## src/hw/dnc_strength_cfg.svh

```systemverilog
`ifndef DNC_STRENGTH_CFG_SVH
`define DNC_STRENGTH_CFG_SVH

////////////////////////////////////////////////////////////
// Fixed-point format
////////////////////////////////////////////////////////////

// Width of one Q16.16 word
`define DNC_DATA_WIDTH 32

// Fraction bits of the Q16.16 format
`define DNC_FRAC_BITS 16

////////////////////////////////////////////////////////////
// Interface shape
////////////////////////////////////////////////////////////

// One write strength plus three read strengths
`define DNC_NUM_STRENGTHS 4

// Piecewise-linear segments over [-4.0, +4.0)
`define DNC_NUM_SEGMENTS 8

// Words in flight, also collector buffer depth
`define DNC_CREDITS 2

`endif

```

## src/hw/dnc_strength_pkg.sv

```systemverilog
`include "dnc_strength_cfg.svh"

package dnc_strength_pkg;

  ////////////////////////////////////////////////////////////
  // Data types
  ////////////////////////////////////////////////////////////

  // Signed Q16.16 value
  typedef logic signed [`DNC_DATA_WIDTH-1:0] fixed_t;

  // One interface word, write strength in the top bits
  typedef struct packed {
    fixed_t                               write_strength;
    fixed_t [`DNC_NUM_STRENGTHS-2:0]      read_strength;
  } strength_vec_t;

  // Per-lane issue slot
  typedef struct packed {
    logic   valid;
    fixed_t value;
  } lane_issue_t;

  // Chord coefficients of one segment
  typedef struct packed {
    fixed_t slope;
    fixed_t intercept;
  } seg_coef_t;

  ////////////////////////////////////////////////////////////
  // Softplus chord table
  ////////////////////////////////////////////////////////////

  // Segment k spans [-4+k, -3+k)
  // Chord through softplus at both ends, rounded to Q16.16
  localparam seg_coef_t oneplus_table [`DNC_NUM_SEGMENTS] = '{
    '{slope: 32'sh0000_07CB, intercept: 32'sh0000_23D0},  // [-4,-3)
    '{slope: 32'sh0000_140E, intercept: 32'sh0000_489B},  // [-3,-2)
    '{slope: 32'sh0000_2FB4, intercept: 32'sh0000_7FE5},  // [-2,-1)
    '{slope: 32'sh0000_6140, intercept: 32'sh0000_B172},  // [-1, 0)
    '{slope: 32'sh0000_9EC0, intercept: 32'sh0000_B172},  // [ 0, 1)
    '{slope: 32'sh0000_D04C, intercept: 32'sh0000_7FE5},  // [ 1, 2)
    '{slope: 32'sh0000_EBF2, intercept: 32'sh0000_489B},  // [ 2, 3)
    '{slope: 32'sh0000_F835, intercept: 32'sh0000_23D0}   // [ 3, 4)
  };

endpackage

```

## src/hw/dnc_strength_collect.sv

```systemverilog
`timescale 1ns/1ps
`include "dnc_strength_cfg.svh"

module dnc_strength_collect
  import dnc_strength_pkg::*;
(
  input  logic          clk,
  input  logic          reset,
  input  fixed_t        lane_result [`DNC_NUM_STRENGTHS],
  input  logic          lane_valid [`DNC_NUM_STRENGTHS],
  output logic          out_req,
  input  logic          out_ack,
  output strength_vec_t out_data,
  output logic          credit_return
);

  localparam int DEPTH = `DNC_CREDITS;
  localparam int PTR_W = (DEPTH > 1) ? $clog2(DEPTH) : 1;
  localparam int CNT_W = $clog2(DEPTH + 1);

  strength_vec_t    buf_mem [DEPTH];
  strength_vec_t    wr_word;
  logic             wr_en;
  logic             retire;
  logic [PTR_W-1:0] wr_ptr;
  logic [PTR_W-1:0] rd_ptr;
  logic [CNT_W-1:0] count;

  // Lanes run in lockstep, all valids rise together
  always_comb begin
    wr_en = 1'b1;
    for (int i = 0; i < `DNC_NUM_STRENGTHS; i++) begin
      wr_en = wr_en & lane_valid[i];
    end
  end

  // Reassemble the word in lane order
  always_comb begin
    wr_word.write_strength = lane_result[0];
    for (int i = 1; i < `DNC_NUM_STRENGTHS; i++) begin
      wr_word.read_strength[i-1] = lane_result[i];
    end
  end

  // Ack seen while req still high, exactly one cycle
  assign retire        = out_req && out_ack;
  assign credit_return = retire;
  assign out_data      = buf_mem[rd_ptr];

  ////////////////////////////////////////////////////////////
  // Result buffer
  ////////////////////////////////////////////////////////////

  always_ff @(posedge clk) begin
    if (wr_en) begin
      buf_mem[wr_ptr] <= wr_word;
    end
  end

  always_ff @(posedge clk) begin
    if (reset) begin
      wr_ptr <= '0;
      rd_ptr <= '0;
      count  <= '0;
    end else begin
      if (wr_en) begin
        wr_ptr <= (wr_ptr == PTR_W'(DEPTH - 1)) ? '0 : wr_ptr + 1'b1;
      end
      if (retire) begin
        rd_ptr <= (rd_ptr == PTR_W'(DEPTH - 1)) ? '0 : rd_ptr + 1'b1;
      end
      count <= count + CNT_W'(wr_en) - CNT_W'(retire);
    end
  end

  ////////////////////////////////////////////////////////////
  // Output four-phase handshake
  ////////////////////////////////////////////////////////////

  always_ff @(posedge clk) begin
    if (reset) begin
      out_req <= 1'b0;
    end else if (retire) begin
      out_req <= 1'b0;
    end else if (!out_req && !out_ack && (count != '0)) begin
      // Previous ack must be gone before the next req
      out_req <= 1'b1;
    end
  end

endmodule

```

## config.mk

```make
export PLATFORM = sky130hd
export DESIGN_NAME = dnc_strength_collect
export DESIGN_NICKNAME = d
export VERILOG_FILES = /design/src/hw/dnc_strength_pkg.sv /design/src/hw/dnc_strength_collect.sv
export VERILOG_INCLUDE_DIRS = /design/src /design/src/hw
export SDC_FILE = /design/constraint.sdc
export NUM_CORES = 1
export LEC_CHECK = 0
export ABC_AREA = 1
export BUFFER_PORTS_ARGS = -buffer_cell sky130_fd_sc_hd__buf_2
export CAP_MARGIN = 40
export CORE_MARGIN = 4
export CORE_UTILIZATION = 45
export DETAILED_ROUTE_END_ITERATION = 8
export PLACE_DENSITY_LB_ADDON = 0.08
export SETUP_SLACK_MARGIN = 0.5
export SLEW_MARGIN = 20
export SYNTH_ARGS = -nofsm -noshare
export SYNTH_HDL_FRONTEND = slang
export SYNTH_SLANG_ARGS = --single-unit
```

## constraint.sdc

```tcl
create_clock -name clk -period 13.8 [get_ports clk]
set_input_delay 2.76 -clock clk [delete_from_list [all_inputs] [get_ports clk]]
set_output_delay 2.76 -clock clk [all_outputs]
set_load 0.005 [all_outputs]
```

==> flow_summary.json <==
{
  "hpwl_um": 12300,
  "hold_violations": 0,
  "antenna_found_initial": 3,
  "post-route-min-period_ps": 5920,
  "drt_iter0_markers": 245,
  "synth_area_per_cell_um2": 21.9,
  "io_pins": 265,
  "die_x_um": 154,
  "cp-end-kind": "primary output",
  "ant_nets": 0,
  "vias": 4917,
  "fin_crit_sh_pct": 42.9,
  "grt-ovfl-total": 0,
  "remaining_drc_errors": 0,
  "grt_max_degree": 61,
  "slew_headroom_pct": 46.0,
  "cts-resized-gates": 0,
  "clk_pin_slew_ps": 60,
  "vdd_drop_max_mv": 0.104,
  "grt_pass1_wl_um": 28300,
  "cp_max_fo": 2,
  "cts_tree": "yes",
  "area_delta_synth_final_pct": 26.4,
  "fmax_mhz": 169,
  "clock-root-buffer": "clkbuf_16",
  "dieArea_um2": 23700,
  "synth.net_count": 573,
  "ys_seq_elements": 262,
  "dpl_cell_area_um2": 11200,
  "grt_pass1_vias": 5171,
  "gr-usage-all-layers_pct": 15.1,
  "nets": 860,
  "rsz0062_at_grt": "false",
  "hold_class": "reg -> reg",
  "clkLatencyLatePin_ps": 520,
  "finClkSkew_ps": 7.74,
  "drt_wl_total_um": 18600,
  "vias_per_cell": 4.83,
  "cts.sinks": 262,
  "p_total_uw": 1670,
  "run_status": "finished clean",
  "yosys_warnings": 0,
  "fp-row-count": 53,
  "ys_seq_area_share_pct": 81.6,
  "coreArea_um2": 21000,
  "start_kind": "primary input",
  "fillers": 1648,
  "final_cell_area_um2": 12100,
  "slew_viol_final": 0,
  "tns_ps": 0,
  "synth_cell_type_count": 14,
  "final_layout_size_suffix_gt1_share_pct": 59.2,
  "h-tree-depth": 1,
  "crit_type": "in -> out",
  "cts_buffer_depth": 3,
  "crit_arrival_ps": 3160,
  "leakagePower_uw": 0.00445,
  "tightest_slew_ps": 810,
  "die_h_um": 154,
  "pwr_density_cell_nw_per_um2": 138,
  "cts_buffers": 27,
  "firstDrtPassIters": 6,
  "critPathRequiredTime_ps": 11040,
  "antenna_cells": 0,
  "holdBufCountCts": 0,
  "post_cts_buffers": 0,
  "setup_viol": 0,
  "max_cap_violations": 0,
  "gp_congestion": 0.764,
  "synth_cells": 437,
  "start_util_pct": 45.7,
  "wl_per_cell_um": 18.3,
  "portBuffers": 264,
  "synth_area_um2": 9570
}
## sequential cells by signal (all words and copies together), names as in the netlist, named ones only
register,flops
wr_ptr,1
count,2
out_req,1
rd_ptr,1
buf_mem,256
## critical path, cell delays in order
cell,delay (ps)
buf_2,110
nand2_1,100
inv_1,70
buf_2,130
## logic make-up (layout without fill, tap and decap cells)
family / after synthesis / in the layout / synth area share [%]
flops: 262 / 262 / 81.6
compound gates: 2 / 2 / 0.104
xor+xnor: 1 / 1 / 0.0915
fa+ha+maj: 1 / 1 / 0.131
simple gates: 21 / 21 / 0.863
buf+inv: 22 / 327 / 2.17
mux: 128 / 128 / 15.1
## metal layers
metal / share of wire, % / routed length, um / up-vias / track usage, %
met5: 0.18 / 33 / - / 0
met4: 1.8 / 341 / 6 / 3.87
met3: 8.9 / 1660 / 33 / 4.95
met2: 51 / 9410 / 180 / 26.0
met1: 38 / 7120 / 2400 / 18.6
li1: - / - / 2298 / -
## metrics by stage
stage / setup WS [ps] / util (%) / std cells / hold WS [ps]
after CTS: 7880 / 57.6 / 1016 / 526
after detailed placement: 7880 / 53.3 / 969 / 534
after global placement: 7910 / 53.0 / 966 / 495
after global routing: 7840 / 57.7 / 1017 / 566
after floorplan: 4740 / - / 437 / 472
final: 7880 / 57.7 / 1017 / 518
## layout by cell type (no fill, tap or decap), types with 2 or more instances in the layout
cell type  netlist  final
clkinv_2         0      3
mux2_2         128    128
buf_4            0      4
clkbuf_1         0      3
buf_2            0    264
clkbuf_16        0     27
edfxtp_1       256    256
clkinv_1         0      8
dfxtp_1          6      5
inv_1            8      7
nor3_1           2      2
nor2_1           9      8
nand2_1          9      9
buf_16           0      3
bufinv_16        0      5
## worst paths after layout
kind | start | end | slack [ps] | cells past startpoint
setup reg to reg | wr_ptr | buf_mem[1][108] | 12150 | 4
hold reg to reg | rd_ptr | rd_ptr | 520 | 2
hold / removal | rd_ptr | rd_ptr | 520 | 2
setup / recovery | out_ack | credit_return | 7880 | 4
## cell usage after synthesis (all sizes together)
| cell | n | share of area, % |
|---|---|---|
| mux2 | 128 | 15 |
| xor2 | 1 | 0.092 |
| ha | 1 | 0.13 |
| inv | 8 | 0.31 |
| dfxtp | 6 | 1.3 |
| o21ai | 1 | 0.052 |
| nor2 | 9 | 0.35 |
| nor3 | 2 | 0.10 |
| nand2 | 9 | 0.35 |
| nand3 | 1 | 0.052 |
| a21oi | 1 | 0.052 |
| clkbuf | 8 | 1.2 |
| edfxtp | 256 | 80 |
| buf | 6 | 0.71 |
## power breakdown
group	switching (uW)	internal, uW
Clock	276	448
Sequential	3.29	883
Combinational	26.5	30.9
Total	306	1360
## final cells by class
class	instances	area, um^2	share of cell area [%]
Timing Repair Buffer	272	1450	12.0
Clock buffer	30	687	5.68
Tap cell	275	344	2.84
Inverter	8	32.5	0.269
Sequential cell	262	7810	64.6
Multi-Input combinational cell	153	1560	12.9
Clock inverter	17	204	1.69
(Power assumes the default switching activity.)
