[src/hw/dnc_strength_cfg.svh]
`ifndef DNC_STRENGTH_CFG_SVH
`define DNC_STRENGTH_CFG_SVH

////////////////////////////////////////////////////////////
// Fixed-point format
////////////////////////////////////////////////////////////

// Width of one Q16.16 word
`define DNC_DATA_WIDTH 32

// Fraction bits of the Q16.16 format
`define DNC_FRAC_BITS 16

////////////////////////////////////////////////////////////
// Interface shape
////////////////////////////////////////////////////////////

// One write strength plus three read strengths
`define DNC_NUM_STRENGTHS 4

// Piecewise-linear segments over [-4.0, +4.0)
`define DNC_NUM_SEGMENTS 8

// Words in flight, also collector buffer depth
`define DNC_CREDITS 2

`endif

[src/hw/dnc_strength_pkg.sv]
`include "dnc_strength_cfg.svh"

package dnc_strength_pkg;

  ////////////////////////////////////////////////////////////
  // Data types
  ////////////////////////////////////////////////////////////

  // Signed Q16.16 value
  typedef logic signed [`DNC_DATA_WIDTH-1:0] fixed_t;

  // One interface word, write strength in the top bits
  typedef struct packed {
    fixed_t                               write_strength;
    fixed_t [`DNC_NUM_STRENGTHS-2:0]      read_strength;
  } strength_vec_t;

  // Per-lane issue slot
  typedef struct packed {
    logic   valid;
    fixed_t value;
  } lane_issue_t;

  // Chord coefficients of one segment
  typedef struct packed {
    fixed_t slope;
    fixed_t intercept;
  } seg_coef_t;

  ////////////////////////////////////////////////////////////
  // Softplus chord table
  ////////////////////////////////////////////////////////////

  // Segment k spans [-4+k, -3+k)
  // Chord through softplus at both ends, rounded to Q16.16
  localparam seg_coef_t oneplus_table [`DNC_NUM_SEGMENTS] = '{
    '{slope: 32'sh0000_07CB, intercept: 32'sh0000_23D0},  // [-4,-3)
    '{slope: 32'sh0000_140E, intercept: 32'sh0000_489B},  // [-3,-2)
    '{slope: 32'sh0000_2FB4, intercept: 32'sh0000_7FE5},  // [-2,-1)
    '{slope: 32'sh0000_6140, intercept: 32'sh0000_B172},  // [-1, 0)
    '{slope: 32'sh0000_9EC0, intercept: 32'sh0000_B172},  // [ 0, 1)
    '{slope: 32'sh0000_D04C, intercept: 32'sh0000_7FE5},  // [ 1, 2)
    '{slope: 32'sh0000_EBF2, intercept: 32'sh0000_489B},  // [ 2, 3)
    '{slope: 32'sh0000_F835, intercept: 32'sh0000_23D0}   // [ 3, 4)
  };

endpackage

[src/hw/dnc_oneplus_lane.sv]
`timescale 1ns/1ps
`include "dnc_strength_cfg.svh"

module dnc_oneplus_lane
  import dnc_strength_pkg::*;
(
  input  logic        clk,
  input  logic        reset,
  input  lane_issue_t lane_issue,
  output fixed_t      lane_result,
  output logic        lane_valid
);

  localparam int W     = `DNC_DATA_WIDTH;
  localparam int FRAC  = `DNC_FRAC_BITS;
  localparam int SEG_W = $clog2(`DNC_NUM_SEGMENTS);

  // Q16.16 constants
  localparam fixed_t FIX_ONE = fixed_t'(1) <<< FRAC;
  localparam fixed_t FIX_LO  = -(fixed_t'(`DNC_NUM_SEGMENTS / 2) <<< FRAC);
  localparam fixed_t FIX_HI  = fixed_t'(`DNC_NUM_SEGMENTS / 2) <<< FRAC;

  // Stage 1 signals
  fixed_t           x_offset;
  logic [SEG_W-1:0] seg_idx;
  logic             s1_valid;
  fixed_t           s1_x;
  logic             s1_below;
  logic             s1_above;
  seg_coef_t        s1_coef;

  // Stage 2 signals
  logic signed [2*W-1:0] s1_prod;
  logic signed [2*W-1:0] s1_prod_sh;
  logic                  s2_valid;
  fixed_t                s2_x;
  logic                  s2_below;
  logic                  s2_above;
  fixed_t                s2_term;
  fixed_t                s2_intercept;

  ////////////////////////////////////////////////////////////
  // Stage 1, classify and fetch coefficients
  ////////////////////////////////////////////////////////////

  // Shift range up so the integer bits give the segment
  assign x_offset = lane_issue.value - FIX_LO;
  assign seg_idx  = x_offset[FRAC +: SEG_W];

  always_ff @(posedge clk) begin
    if (reset) begin
      s1_valid <= 1'b0;
    end else begin
      s1_valid <= lane_issue.valid;
    end
  end

  always_ff @(posedge clk) begin
    s1_x     <= lane_issue.value;
    s1_below <= lane_issue.value < FIX_LO;
    s1_above <= lane_issue.value >= FIX_HI;
    // Index is don't-care when saturated
    s1_coef  <= oneplus_table[seg_idx];
  end

  ////////////////////////////////////////////////////////////
  // Stage 2, slope times x
  ////////////////////////////////////////////////////////////

  // Full Q32.32 product, back to Q16.16
  assign s1_prod    = s1_coef.slope * s1_x;
  assign s1_prod_sh = s1_prod >>> FRAC;

  always_ff @(posedge clk) begin
    if (reset) begin
      s2_valid <= 1'b0;
    end else begin
      s2_valid <= s1_valid;
    end
  end

  always_ff @(posedge clk) begin
    s2_x         <= s1_x;
    s2_below     <= s1_below;
    s2_above     <= s1_above;
    s2_term      <= s1_prod_sh[W-1:0];
    s2_intercept <= s1_coef.intercept;
  end

  ////////////////////////////////////////////////////////////
  // Stage 3, intercept and the +1 of oneplus
  ////////////////////////////////////////////////////////////

  always_ff @(posedge clk) begin
    if (reset) begin
      lane_valid <= 1'b0;
    end else begin
      lane_valid <= s2_valid;
    end
  end

  always_ff @(posedge clk) begin
    if (s2_below) begin
      // Softplus treated as zero
      lane_result <= FIX_ONE;
    end else if (s2_above) begin
      // Softplus treated as identity
      lane_result <= s2_x + FIX_ONE;
    end else begin
      lane_result <= s2_term + s2_intercept + FIX_ONE;
    end
  end

endmodule

[config.mk]
export PLATFORM = sky130hd
export DESIGN_NAME = dnc_oneplus_lane
export DESIGN_NICKNAME = d
export VERILOG_FILES = /design/src/hw/dnc_strength_pkg.sv /design/src/hw/dnc_oneplus_lane.sv
export VERILOG_INCLUDE_DIRS = /design/src /design/src/hw
export SDC_FILE = /design/constraint.sdc
export NUM_CORES = 1
export LEC_CHECK = 0
export ABC_CLOCK_PERIOD_IN_PS = 9150
export BUFFER_PORTS_ARGS = -buffer_cell sky130_fd_sc_hd__buf_2
export CORE_MARGIN = 2
export CORE_UTILIZATION = 59
export DETAILED_ROUTE_END_ITERATION = 6
export PLACE_DENSITY = 0.82
export SYNTH_ARGS = -nofsm -noshare
export SYNTH_HDL_FRONTEND = slang
export SYNTH_SLANG_ARGS = --single-unit
[constraint.sdc]
create_clock -name clk -period 9.15 [get_ports clk]
set_clock_uncertainty 0.05 [all_clocks]
set_input_delay 0.915 -clock clk [delete_from_list [all_inputs] [get_ports clk]]
set_output_delay 0.915 -clock clk [all_outputs]
set_load 0.01 [all_outputs]
==> results.yml <==
worst_hold_path:
  hp-start: "s1_coef[1]"
  hold_depth: 0
  min_to: "s2_intercept[1]"
  min-delay-path-class: "register to register"
drt:
  ant_nets: 0
  first_pass_iters: 5
  via_per_inst: 5.62
  wl_mm: 56.1
  avgRoutedWirePerCell_um: 18.8
  drc: 0
  drt-initial-drc-count: 997
  vias: 16813
worst_setup_path:
  rr_worst_depth: 21
  crit_required_ps: 9420
  path_cells: "nand2_1, fa_1, inv_1, fa_1, fa_1, inv_1, fa_1, inv_1, fa_1, fa_1, fa_1, fa_1, ha_1, a21o_1, a21o_1, a21oi_1, nand4b_1, a21oi_1, a21oi_1, a2111o_1, o311a_1"
  worstReg2RegEnd: "s2_term[28]"
  cp_slowest_cell: "dfxtp_1"
  rrSetupSlack_ps: 1480
  end_kind: "register"
  critPathMostFrequentCell: "fa_1"
  r2r-start: "s1_coef[47]"
  crit_type: "register to register"
  path_max_fanout: 19
  arrival_ps: 7940
  cp-start-kind: "register"
  crit_path_max_incr_delay_ps: 880
cells_and_area:
  drive_above_1_share: 0.0587
  utilization: 0.636
  antenna_cells: 0
  nets: 3191
  final_cells: 2989
  syn2layout_area_growth_pct: 6.28
cts:
  cts_tree: "yes"
  htree_levels: 4
  cts.clk_slew.worst_paths_ps: 70
  postCtsHoldBufs: 0
  cts_max_path_buffers: 2
  cts_num_sinks: 168
  cts_resized: 0
  clkLatencyLatePin_ps: 440
  cts_buffers: 17
  postCtsSetupBuffers: 0
  root_buffer: "clkbuf_16"
floorplan:
  die_w_um: 202
  core_sq_um: 38600
  row_count: 72
  start_util: 0.599
  die-height_um: 202
  io_pins: 68
  die_area_sq_um: 40800
grt:
  antenna_found_initial: 1
  grt_pass1_wl_mm: 93.6
  grt_max_degree: 44
  grt_pass1_vias: 18558
  gr-total-overflow: 0
  grt.total_usage: 0.291
synthesis:
  synth_edf_count: 0
  synth_seq_cells: 168
  ys.flop_type: "dfxtp_1"
  syn_area_per_cell_sq_um: 9.48
  synth_cell_types: 68
  syn-num-nets: 3172
  syn_area_sq_um: 23100
  ys_seq_area_frac: 0.145
  ys_warn_count: 0
  async_flop_share: 0
  postSynthCellCount: 2439
placed_design:
  dpl.hpwl_mm: 45.3
  dp.cells: 2957
  place_ws_ps: 1570
  gp_congestion: 0.927
  portBuffers: 67
sta:
  fmax_mhz: 130
  worst_slew_pin_slew_ps: 1210
  fin_ws_ps: 1480
  rsz0062_at_grt: "no"
  relSlewSlack: 0.193
  setup_viol: 0
  layout_min_cycle_time_ps: 7670
  tns_ps: 0
  post-route-period-util: 0.839
  hold_viol: 0
  finalMaxSlewViolations: 0
job:
  max_cap_viol_count: 0
run_status:
  status: "finished, final reports clean"
-- final cells by class --
cell class	count	area (sq um)
inverters	493	1850
fillers	2983	14100
well taps	518	648
flip-flops and latches	168	3360
clock inverters	13	160
clock buffers	19	453
repair buffers	96	553
multi-input cells	1682	17600
-- Yosys cell counts, types with 14 or more instances --
cell	n	area (sq um)
a21oi_1	82	410
xor2_1	19	166
ha_1	282	3530
nor2b_1	18	113
clkbuf_1	93	349
o21ai_0	29	145
and2_1	274	1710
nor3_1	14	70.1
a21o_1	30	225
nor2_1	56	210
nand2_1	237	890
inv_1	492	1850
fa_1	416	8330
dfxtp_1	168	3360
xnor2_1	42	368
and3_1	14	87.6
-- layout by cell type, fill, tap and decap left out, types with 4 or more instances in the layout --
cell,n
a211o_1,4
a211oi_1,6
a21boi_0,10
a21o_1,30
a21oi_1,82
a221oi_1,4
a31o_2,6
a31oi_1,6
a41oi_1,5
and2_1,274
and3_1,14
and3b_1,4
buf_2,67
buf_4,29
clkbuf_16,17
clkinv_4,5
dfxtp_1,168
fa_1,416
ha_1,282
inv_1,492
mux2i_1,7
nand2_1,237
nand2b_1,9
nand3_1,13
nand4_1,12
nor2_1,56
nor2b_1,18
nor3_1,14
nor4_1,4
o211ai_1,4
o21a_1,6
o21ai_0,29
o21ai_1,5
o21bai_1,10
o31a_1,5
or3_1,6
xnor2_1,42
xor2_1,19
-- worst max path at each step --
stage | to | cells after the start | slack (ps) | from
2_1_floorplan | s2_term[31] | 25 | 2280 | s1_x[17]
3_3_place_gp | s2_term[24] | 24 | 1710 | s1_coef[42]
3_5_place_dp | s2_term[28] | 21 | 1570 | s1_coef[47]
4_1_cts | s2_term[28] | 23 | 1540 | s1_coef[42]
5_1_grt | s2_term[24] | 25 | 1150 | s1_coef[41]
6_report | s2_term[28] | 21 | 1480 | s1_coef[47]
-- cells by family (layout without fill, tap and decap cells) --
| family | after synthesis | after routing | synth area share |
|---|---|---|---|
| flops | 168 | 168 | 0.145 |
| simple gates | 679 | 679 | 0.152 |
| buf+inv | 589 | 621 | 0.0956 |
| compound gates | 236 | 236 | 0.0676 |
| fa+ha+maj | 698 | 698 | 0.513 |
| xor+xnor | 61 | 61 | 0.0231 |
| mux | 8 | 8 | 0.00352 |
-- layer usage --
layer	vias to the layer above	part of all wire	track usage
li1	7530	-	-
met1	8517	0.39	0.361
met2	592	0.51	0.504
met3	172	0.053	0.0379
met4	2	0.052	0.138
met5	-	0.00016	0
-- flip-flops by register name, indices dropped and copies added (netlist names) --
register / cells
lane_result: 32
lane_valid: 1
s1_above: 1
s1_below: 1
s1_coef: 23
s1_valid: 1
s1_x: 32
s2_above: 1
s2_below: 1
s2_intercept: 10
s2_term: 32
s2_valid: 1
s2_x: 32
-- stage by stage --
stage	instance area, sq um	hold WS (ps)
6_report	24600	273
4_1_cts	24600	267
3_3_place_gp	24000	260
3_5_place_dp	24000	262
2_1_floorplan	23100	260
5_1_grt	24600	280
-- critical path: cells and delay by family, from the launching register on --
kind	cells	cell delay, ps
adder cells (fa/ha/maj)	9	4370
flip-flops	1	880
AO/OA/AOI/OAI	7	1740
AND/OR/NAND/NOR	2	330
buffers and inverters	3	190
Power is left out: the tool's default activity adds up to more than one toggle a clock period on the data nets, which glitch-free logic cannot reach.
