$ cat src/hw/dnc_strength_cfg.svh
`ifndef DNC_STRENGTH_CFG_SVH
`define DNC_STRENGTH_CFG_SVH

////////////////////////////////////////////////////////////
// Fixed-point format
////////////////////////////////////////////////////////////

// Width of one Q16.16 word
`define DNC_DATA_WIDTH 32

// Fraction bits of the Q16.16 format
`define DNC_FRAC_BITS 16

////////////////////////////////////////////////////////////
// Interface shape
////////////////////////////////////////////////////////////

// One write strength plus three read strengths
`define DNC_NUM_STRENGTHS 4

// Piecewise-linear segments over [-4.0, +4.0)
`define DNC_NUM_SEGMENTS 8

// Words in flight, also collector buffer depth
`define DNC_CREDITS 2

`endif

$ cat src/hw/dnc_strength_pkg.sv
`include "dnc_strength_cfg.svh"

package dnc_strength_pkg;

  ////////////////////////////////////////////////////////////
  // Data types
  ////////////////////////////////////////////////////////////

  // Signed Q16.16 value
  typedef logic signed [`DNC_DATA_WIDTH-1:0] fixed_t;

  // One interface word, write strength in the top bits
  typedef struct packed {
    fixed_t                               write_strength;
    fixed_t [`DNC_NUM_STRENGTHS-2:0]      read_strength;
  } strength_vec_t;

  // Per-lane issue slot
  typedef struct packed {
    logic   valid;
    fixed_t value;
  } lane_issue_t;

  // Chord coefficients of one segment
  typedef struct packed {
    fixed_t slope;
    fixed_t intercept;
  } seg_coef_t;

  ////////////////////////////////////////////////////////////
  // Softplus chord table
  ////////////////////////////////////////////////////////////

  // Segment k spans [-4+k, -3+k)
  // Chord through softplus at both ends, rounded to Q16.16
  localparam seg_coef_t oneplus_table [`DNC_NUM_SEGMENTS] = '{
    '{slope: 32'sh0000_07CB, intercept: 32'sh0000_23D0},  // [-4,-3)
    '{slope: 32'sh0000_140E, intercept: 32'sh0000_489B},  // [-3,-2)
    '{slope: 32'sh0000_2FB4, intercept: 32'sh0000_7FE5},  // [-2,-1)
    '{slope: 32'sh0000_6140, intercept: 32'sh0000_B172},  // [-1, 0)
    '{slope: 32'sh0000_9EC0, intercept: 32'sh0000_B172},  // [ 0, 1)
    '{slope: 32'sh0000_D04C, intercept: 32'sh0000_7FE5},  // [ 1, 2)
    '{slope: 32'sh0000_EBF2, intercept: 32'sh0000_489B},  // [ 2, 3)
    '{slope: 32'sh0000_F835, intercept: 32'sh0000_23D0}   // [ 3, 4)
  };

endpackage

$ cat src/hw/dnc_strength_dispatch.sv
`timescale 1ns/1ps
`include "dnc_strength_cfg.svh"

module dnc_strength_dispatch
  import dnc_strength_pkg::*;
(
  input  logic          clk,
  input  logic          reset,
  input  logic          in_req,
  input  strength_vec_t in_data,
  output logic          in_ack,
  input  logic          credit_return,
  output lane_issue_t   lane_issue [`DNC_NUM_STRENGTHS]
);

  localparam int CREDIT_W = $clog2(`DNC_CREDITS + 1);

  // Acceptor states
  localparam logic ST_IDLE = 1'b0;
  localparam logic ST_ACK  = 1'b1;

  logic                state;
  logic [CREDIT_W-1:0] credits;
  logic                take;
  logic                issue_valid;
  strength_vec_t       word_q;

  // Accept only with a free slot downstream
  assign take = (state == ST_IDLE) && in_req && (credits != '0);

  ////////////////////////////////////////////////////////////
  // Four-phase acceptor
  ////////////////////////////////////////////////////////////

  always_ff @(posedge clk) begin
    if (reset) begin
      state       <= ST_IDLE;
      in_ack      <= 1'b0;
      issue_valid <= 1'b0;
    end else begin
      // Issue pulse lasts a single cycle
      issue_valid <= take;
      if (take) begin
        state  <= ST_ACK;
        in_ack <= 1'b1;
      end else if ((state == ST_ACK) && !in_req) begin
        // Source released req, close the handshake
        state  <= ST_IDLE;
        in_ack <= 1'b0;
      end
    end
  end

  // Word captured on acceptance
  always_ff @(posedge clk) begin
    if (take) begin
      word_q <= in_data;
    end
  end

  // Unretired words, one in per take, one back per return
  always_ff @(posedge clk) begin
    if (reset) begin
      credits <= CREDIT_W'(`DNC_CREDITS);
    end else begin
      credits <= credits + CREDIT_W'(credit_return) - CREDIT_W'(take);
    end
  end

  ////////////////////////////////////////////////////////////
  // Lane split
  ////////////////////////////////////////////////////////////

  // Lane 0 is the write strength, the rest are read strengths
  always_comb begin
    lane_issue[0] = '{valid: issue_valid, value: word_q.write_strength};
    for (int i = 1; i < `DNC_NUM_STRENGTHS; i++) begin
      lane_issue[i] = '{valid: issue_valid, value: word_q.read_strength[i-1]};
    end
  end

endmodule

$ cat config.mk
export PLATFORM = sky130hd
export DESIGN_NAME = dnc_strength_dispatch
export DESIGN_NICKNAME = d
export VERILOG_FILES = /design/src/hw/dnc_strength_pkg.sv /design/src/hw/dnc_strength_dispatch.sv
export VERILOG_INCLUDE_DIRS = /design/src /design/src/hw
export SDC_FILE = /design/constraint.sdc
export NUM_CORES = 1
export LEC_CHECK = 0
export BUFFER_PORTS_ARGS = -buffer_cell sky130_fd_sc_hd__buf_4
export CORE_AREA = 2 2 104 106
export CTS_BUF_LIST = sky130_fd_sc_hd__clkbuf_4
export DETAILED_ROUTE_END_ITERATION = 16
export DIE_AREA = 0 0 106 108
export GPL_TIMING_DRIVEN = 0
export PLACE_DENSITY = 0.74
export SETUP_SLACK_MARGIN = 0.2
export SLEW_MARGIN = 20
export SYNTH_ARGS = -nofsm -noshare
export SYNTH_HDL_FRONTEND = slang
export SYNTH_SLANG_ARGS = --single-unit
$ cat constraint.sdc
create_clock -name clk -period 16.4 [get_ports clk]
set_clock_uncertainty 0.15 [all_clocks]
set_input_delay 1.64 -clock clk [delete_from_list [all_inputs] [get_ports clk]]
set_output_delay 1.64 -clock clk [all_outputs]
set_load 0.005 [all_outputs]
==> summary.txt, run 1 <==
GRT
  • GRT Overall Usage: between 15 and 20%
  • Met3 track utilization from global routing: approximately 6.5%
  • Met2 Use GR: 30.05%
  • Top Usage Layer GRT: met2
  • First-pass GRT wire length: approximately 14000 um
  • Antenna violations before repair: 0
  • Routing usage on met1: ~17%
  • Number of global-route vias before repair: ~2600
  • Pin count of the biggest net entering global routing: 17
  • Overflow after GRT: 0

Setup path
  • Register-to-register setup slack: between 10000 and 15000 ps
  • Worst-case reg-to-reg path depth: 5
  • CP max FO: 11
  • Critical Setup Path Class: in2reg
  • Launching point of the worst reg2reg path: credits[1]
  • Required time worst endpoint: approximately 16000 ps
  • Startpoint type of the worst setup path: input port
  • Worst Setup EP: lane_issue[87]
  • Endpoint class of the critical path: register
  • Signal arrival time at the worst endpoint: a little over 3000 ps
  • Crit. Startpoint: in_req
  • Worst r2r dst: lane_issue[87]

Route
  • Remaining antenna violation count: 0
  • First DRT Iteration DRCs: 80
  • Post-Route WL: roughly 9800 um
  • Number of vias per cell after detailed routing: around 4.4
  • Pre-antenna DRT Iters: 6
  • Via count: between 2000 and 3000
  • DR DRC count: 0
  • Routed length per instance: 16.55 um

Yosys
  • Most common flop cell mapped by yosys: edfxtp_1
  • Largest cells by area after synthesis: edfxtp_1, dfxtp_1, buf_4
  • List of most frequent post-synthesis cells: edfxtp_1, buf_4, dfxtp_1
  • Post-synth EDFFs: between 100 and 150
  • Mapped Cells: around 150
  • Cell with the most instances after synthesis: edfxtp_1
  • Sequential-to-total area share from yosys stat: between 90% and 100%
  • Net count after synthesis: about 280
  • Mean area per synthesized cell: roughly 27 sq um
  • Share of synthesized flip-flops with an asynchronous set or reset: 0%
  • Top-area cell type share of the netlist area: 94.81%
  • Cell type with the largest total area after synthesis: edfxtp_1
  • Post-synthesis sequential element count: between 100 and 150
  • Number of warnings reported in the yosys synthesis log: 0
  • Netlist area before placement: ~0.0041 sq mm
  • Count of unique library cells instantiated by Yosys: 12

STA
  • Pins Over Slew Limit: 0
  • Final Hold Violating Endpoints: 0
  • Tcrit/Tclk final: about a fifth
  • Timing-limited maximum frequency: 326.4 MHz
  • Max transition margin: between 40% and 50%
  • Slew at the pin closest to its max-slew limit: about 800 ps
  • Final setup violation count: 0
  • Post-Route Setup TNS: 0 ps
  • Min Clock Period, post-route: ~3100 ps
  • Unrepaired setup endpoints after global routing: false

Power and ir drop
  • Pwr per Cell Area: ~120 mW/mm^2
  • Cell leakage power: ~2.8 nW
  • Peak ir drop on the vdd network: ~0.055 mV

Min path
  • Worst hold path type: reg2reg

Place
  • Buffers added on ports: roughly 260
  • GP Congestion: roughly 0.73
  • Number of instances in the placed design: 561
  • Post-detail-place hpwl: ~8000 um

Floorplanning
  • Site row count: 37
  • Height of the die: approximately 110 um
  • Floorplan die width: ~110 um
  • Die area: approximately 0.011 sq mm
  • IO Count: around 270
  • Initial standard-cell utilization of the core: roughly two fifths
  • Core Footprint: 0.01023 sq mm

Clock network
  • Number of buffers created by CTS: 17
  • Resized cells post-CTS: 0
  • H-tree levels: 4
  • Latest clock arrival within the worst-skew pair: approximately 500 ps
  • Hold buffers post-CTS: 0
  • Number of setup buffers added after CTS: 0
  • Root Driver: clkbuf_4
  • Number of buffers on the longest clock path: 2
  • Clock edge transition at the registers on the reported setup and hold paths: 110 ps
  • Count of clock tree sinks: about 130
  • CTS tree: built

Final layout
  • Area overhead of the layout relative to synthesis: 62.28%
  • Layout cell share with drive strength beyond 1: 68.20%
  • NumNets Final: a little under 600
  • Finished Layout Cells: slightly below 600
  • Inserted Diodes: 0

Flow run
  • # Max-Cap Violations: 0

Run status
  • Outcome: finished clean
report_power, final:
part	total, mW	switching, mW	internal (mW)
clock network	0.200	0.107	0.0928
registers	0.447	0.0148	0.432
logic	0.149	0.0632	0.0862
stage by stage:
stage | instance area (sq um) | power, mW | utilization [%] | hold WS [ps] | setup slack [ps]
2_1_floorplan | 4054 | 0.5119 | - | 317.9 | 3535
3_3_place_gp | 6206 | 0.6167 | 60.66 | 332.6 | 45.35
3_5_place_dp | 6316 | 0.6072 | 61.73 | 339.5 | 12780
4_1_cts | 6579 | 0.8077 | 64.30 | 365.8 | 13350
5_1_grt | 6579 | 0.8353 | 64.30 | 401.4 | 13210
6_report | 6579 | 0.7961 | 64.30 | 359.7 | 13340
how the worst min path moves through the flow:
stage	startpoint	to	slack [ps]	cells after the start
after global routing	state	issue_valid	400	1
final	state	issue_valid	360	1
after CTS	state	issue_valid	370	1
after global placement	state	issue_valid	330	1
after floorplan	state	issue_valid	320	1
after detailed placement	state	issue_valid	340	1
per-layer routing:
metal  vias to the layer above  routed length (um)
li1                       1185                   -
met1                      1226                3270
met3                        16                 927
met2                       152                5435
met5                         -                   0
met4                         0                 162
sequential cells by signal, summed over array words and instances, names as in the netlist:
signal	flops
credits	2
state	1
lane_issue	128
issue_valid	1
cell usage in the layout, fill, tap and decap left out, types with 2 or more instances in the layout:
cell / instances
clkbuf_4: 20
dfxtp_1: 4
buf_6: 2
edfxtp_1: 128
buf_4: 279
clkinv_2: 3
clkinv_1: 2
bufinv_16: 2
clkinvlp_4: 4
inv_1: 2
ha_1: 2
area by class of cell:
| type | count | area (sq um) |
|---|---|---|
| well taps | 136 | 170.2 |
| plain buffers | 4 | 30.03 |
| repair buffers | 277 | 2087 |
| inverters | 2 | 7.507 |
| multi-input cells | 10 | 97.59 |
| fillers | 746 | 3652 |
| flip-flops and latches | 132 | 3924 |
| clock inverters | 11 | 112.6 |
| clock buffers | 20 | 150.1 |
logic make-up after synthesis:
| group | Yosys count | share of synthesized area [%] |
|---|---|---|
| AND/OR/NAND/NOR | 7 | 1.111 |
| adder cells (fa/ha/maj) | 2 | 0.6172 |
| flip-flops | 132 | 96.79 |
| buffers and inverters | 6 | 0.9260 |
| XOR/XNOR | 1 | 0.5555 |
worst max-delay path: stages:
cell and delay [ps]:
buf_4 90, nor3b_2 650, buf_4 300, buf_4 210
buf_4 210
No activity file was read; power rests on OpenSTA's default activity.
==> inputs of run 2 (changes only) <==
clock period = 2.85 ns   (was 16.4 ns; I/O delays follow)
==> run 2 against run 1 <==
Net effect: the flow now stops in clock tree synthesis (4_1_cts); area after synthesis unchanged; synthesized cell count stayed put.
==> summary.txt, run 2 <==
Clock network
  • Number of buffers created by CTS: 17 (unchanged)
  • Root Driver: clkbuf_4
  • Resized cells post-CTS: 0 (unchanged)
  • Count of clock tree sinks: 132 (unchanged)
  • H-tree levels: 4 (unchanged)
  • Number of buffers on the longest clock path: 2 (unchanged)
  • Hold buffers post-CTS: 119 (+119)
  • Number of setup buffers added after CTS: 0 (unchanged)

Yosys
  • Net count after synthesis: 282 (unchanged)
  • Cell type with the largest total area after synthesis: edfxtp_1
  • Mean area per synthesized cell: 27.39 sq um (unchanged)
  • Multiplexer share of the synthesized area: 0% (unchanged)
  • Number of warnings reported in the yosys synthesis log: 0 (unchanged)
  • Main combinational cell family by area after synthesis: simple AND/OR/NAND/NOR gates
  • Share of the synthesized area in compound gates (AO/OA/AOI/OAI): 0% (unchanged)
  • Sequential-to-total area share from yosys stat: 96.79% (unchanged)
  • Xor and xnor fraction of the mapped netlist area: 0.5556% (unchanged)
  • Mapped Cells: 148 (unchanged)
  • Synthesized-area fraction occupied by adder cells: 0.6173% (unchanged)
  • Count of unique library cells instantiated by Yosys: 12 (unchanged)
  • Top-area cell type share of the netlist area: 94.81% (unchanged)
  • List of most frequent post-synthesis cells: edfxtp_1, buf_4, dfxtp_1
  • Fraction of the mapped netlist area in simple logic gates: 1.111% (unchanged)
  • Post-synthesis sequential element count: 132 (unchanged)
  • Netlist area before placement: 0.004054 sq mm (unchanged)
  • Share of synthesized flip-flops with an asynchronous set or reset: 0% (unchanged)
  • Post-synth EDFFs: 128 (unchanged)
  • Cell with the most instances after synthesis: edfxtp_1
  • Most common flop cell mapped by yosys: edfxtp_1
  • Largest cells by area after synthesis: edfxtp_1, dfxtp_1, buf_4

Place
  • Buffers added on ports: 264 (unchanged)
  • GP Congestion: 0.6914 (-4.8%)
  • Post-detail-place hpwl: 7464 um (-4.0%)
  • Cell Area, Placed: 0.006331 sq mm (+0.24%)

Floorplanning
  • Site row count: 37 (unchanged)
  • Floorplan die width: 106 um (unchanged)
  • Initial standard-cell utilization of the core: 39.62% (unchanged)
  • IO Count: 265 (unchanged)
  • Height of the die: 108 um (unchanged)

Run status
  • Outcome: stopped before the end
  • Exit stage: clock tree synthesis (4_1_cts)
  • Error text reported by the tool: [ERROR RSZ-0060] Max buffer count reached.
[run 2: cell counts after synthesis]
Identical to the previous run, type by type.
[run 2: logic make-up after synthesis]
| logic type | count (synthesis) |
|---|---|
| xor+xnor | 1 |
| flops | 132 |
| fa+ha+maj | 2 |
| buf+inv | 6 |
| simple gates | 7 |
[run 2: metrics by stage]
step / std cells / hold slack, ps / setup WS (ps) / util, %
floorplan: 148 / 199.2 / -2044 / -
global placement: 548 / 312.9 / -3151 / 60.82
detailed placement: 557 / 314.3 / 676.0 / 61.88
==> inputs of run 3 (changes only) <==
CORE_AREA = unset   (was 2 2 104 106)
CORE_UTILIZATION = 30   (was unset)
CTS_BUF_LIST = unset   (was sky130_fd_sc_hd__clkbuf_4)
DIE_AREA = unset   (was 0 0 106 108)
PLACE_DENSITY = unset   (was 0.74)
PLACE_DENSITY_LB_ADDON = 0.15   (was unset)
SETUP_SLACK_MARGIN = unset   (was 0.2)
==> run 3 against run 2 <==
Net effect: the flow again stops in clock tree synthesis (4_1_cts); area after synthesis unchanged; synthesized cell count unchanged.
==> summary.txt, run 3 <==
Run status
  • Outcome: stopped before the end
  • Exit stage: clock tree synthesis (4_1_cts)
  • Error text reported by the tool: [ERROR RSZ-0060] Max buffer count reached.

Yosys
  • Share of synthesized flip-flops with an asynchronous set or reset: 0% (unchanged)
  • Netlist area before placement: 0.004054 sq mm (unchanged)
  • Largest cells by area after synthesis: edfxtp_1, dfxtp_1, buf_4
  • Most common flop cell mapped by yosys: edfxtp_1
  • Post-synthesis sequential element count: 132 (unchanged)
  • Mapped Cells: 148 (unchanged)
  • Count of unique library cells instantiated by Yosys: 12 (unchanged)
  • List of most frequent post-synthesis cells: edfxtp_1, buf_4, dfxtp_1
  • Top-area cell type share of the netlist area: 94.81% (unchanged)
  • Mean area per synthesized cell: 27.39 sq um (unchanged)
  • Sequential-to-total area share from yosys stat: 96.79% (unchanged)
  • Net count after synthesis: 282 (unchanged)
  • Cell type with the largest total area after synthesis: edfxtp_1
  • Post-synth EDFFs: 128 (unchanged)
  • Number of warnings reported in the yosys synthesis log: 0 (unchanged)
  • Cell with the most instances after synthesis: edfxtp_1

Place
  • Number of instances in the placed design: 596 (+7.0%)
  • Buffers added on ports: 264 (unchanged)
  • Post-detail-place hpwl: 7368 um (-1.3%)
  • Worst-case setup slack after placement: 579.1 ps (-96.89 ps)
  • GP Congestion: 0.7020 (+1.5%)

Clock network
  • Root Driver: clkbuf_16
  • Count of clock tree sinks: 132 (unchanged)
  • Number of setup buffers added after CTS: 0 (unchanged)
  • H-tree levels: 4 (unchanged)
  • Number of buffers on the longest clock path: 2 (unchanged)
  • Number of buffers created by CTS: 17 (unchanged)
  • Hold buffers post-CTS: 126 (+5.9%)
  • Resized cells post-CTS: 0 (unchanged)

Floorplanning
  • Site row count: 42 (+14%)
  • Height of the die: 118.2 um (+9.5%)
  • Initial standard-cell utilization of the core: 30.73% (-8.9 points)
  • Floorplan die width: 118.2 um (+12%)
  • IO Count: 265 (unchanged)
-- run 3: per-stage QoR --
step                      utilization (%)  instance area (sq um)  hold slack [ps]
after floorplan                         -                   4070            199.2
after global placement              47.55                   6272            313.5
after detailed placement            48.35                   6377            314.2
-- run 3: logic make-up after synthesis --
family / Yosys count / share of synthesized area [%]
buffers and inverters: 6 / 0.9260
adders and majority gates: 2 / 0.6172
and+or+nand+nor: 7 / 1.111
DFF: 132 / 96.79
xor gates and xnor gates: 1 / 0.5555
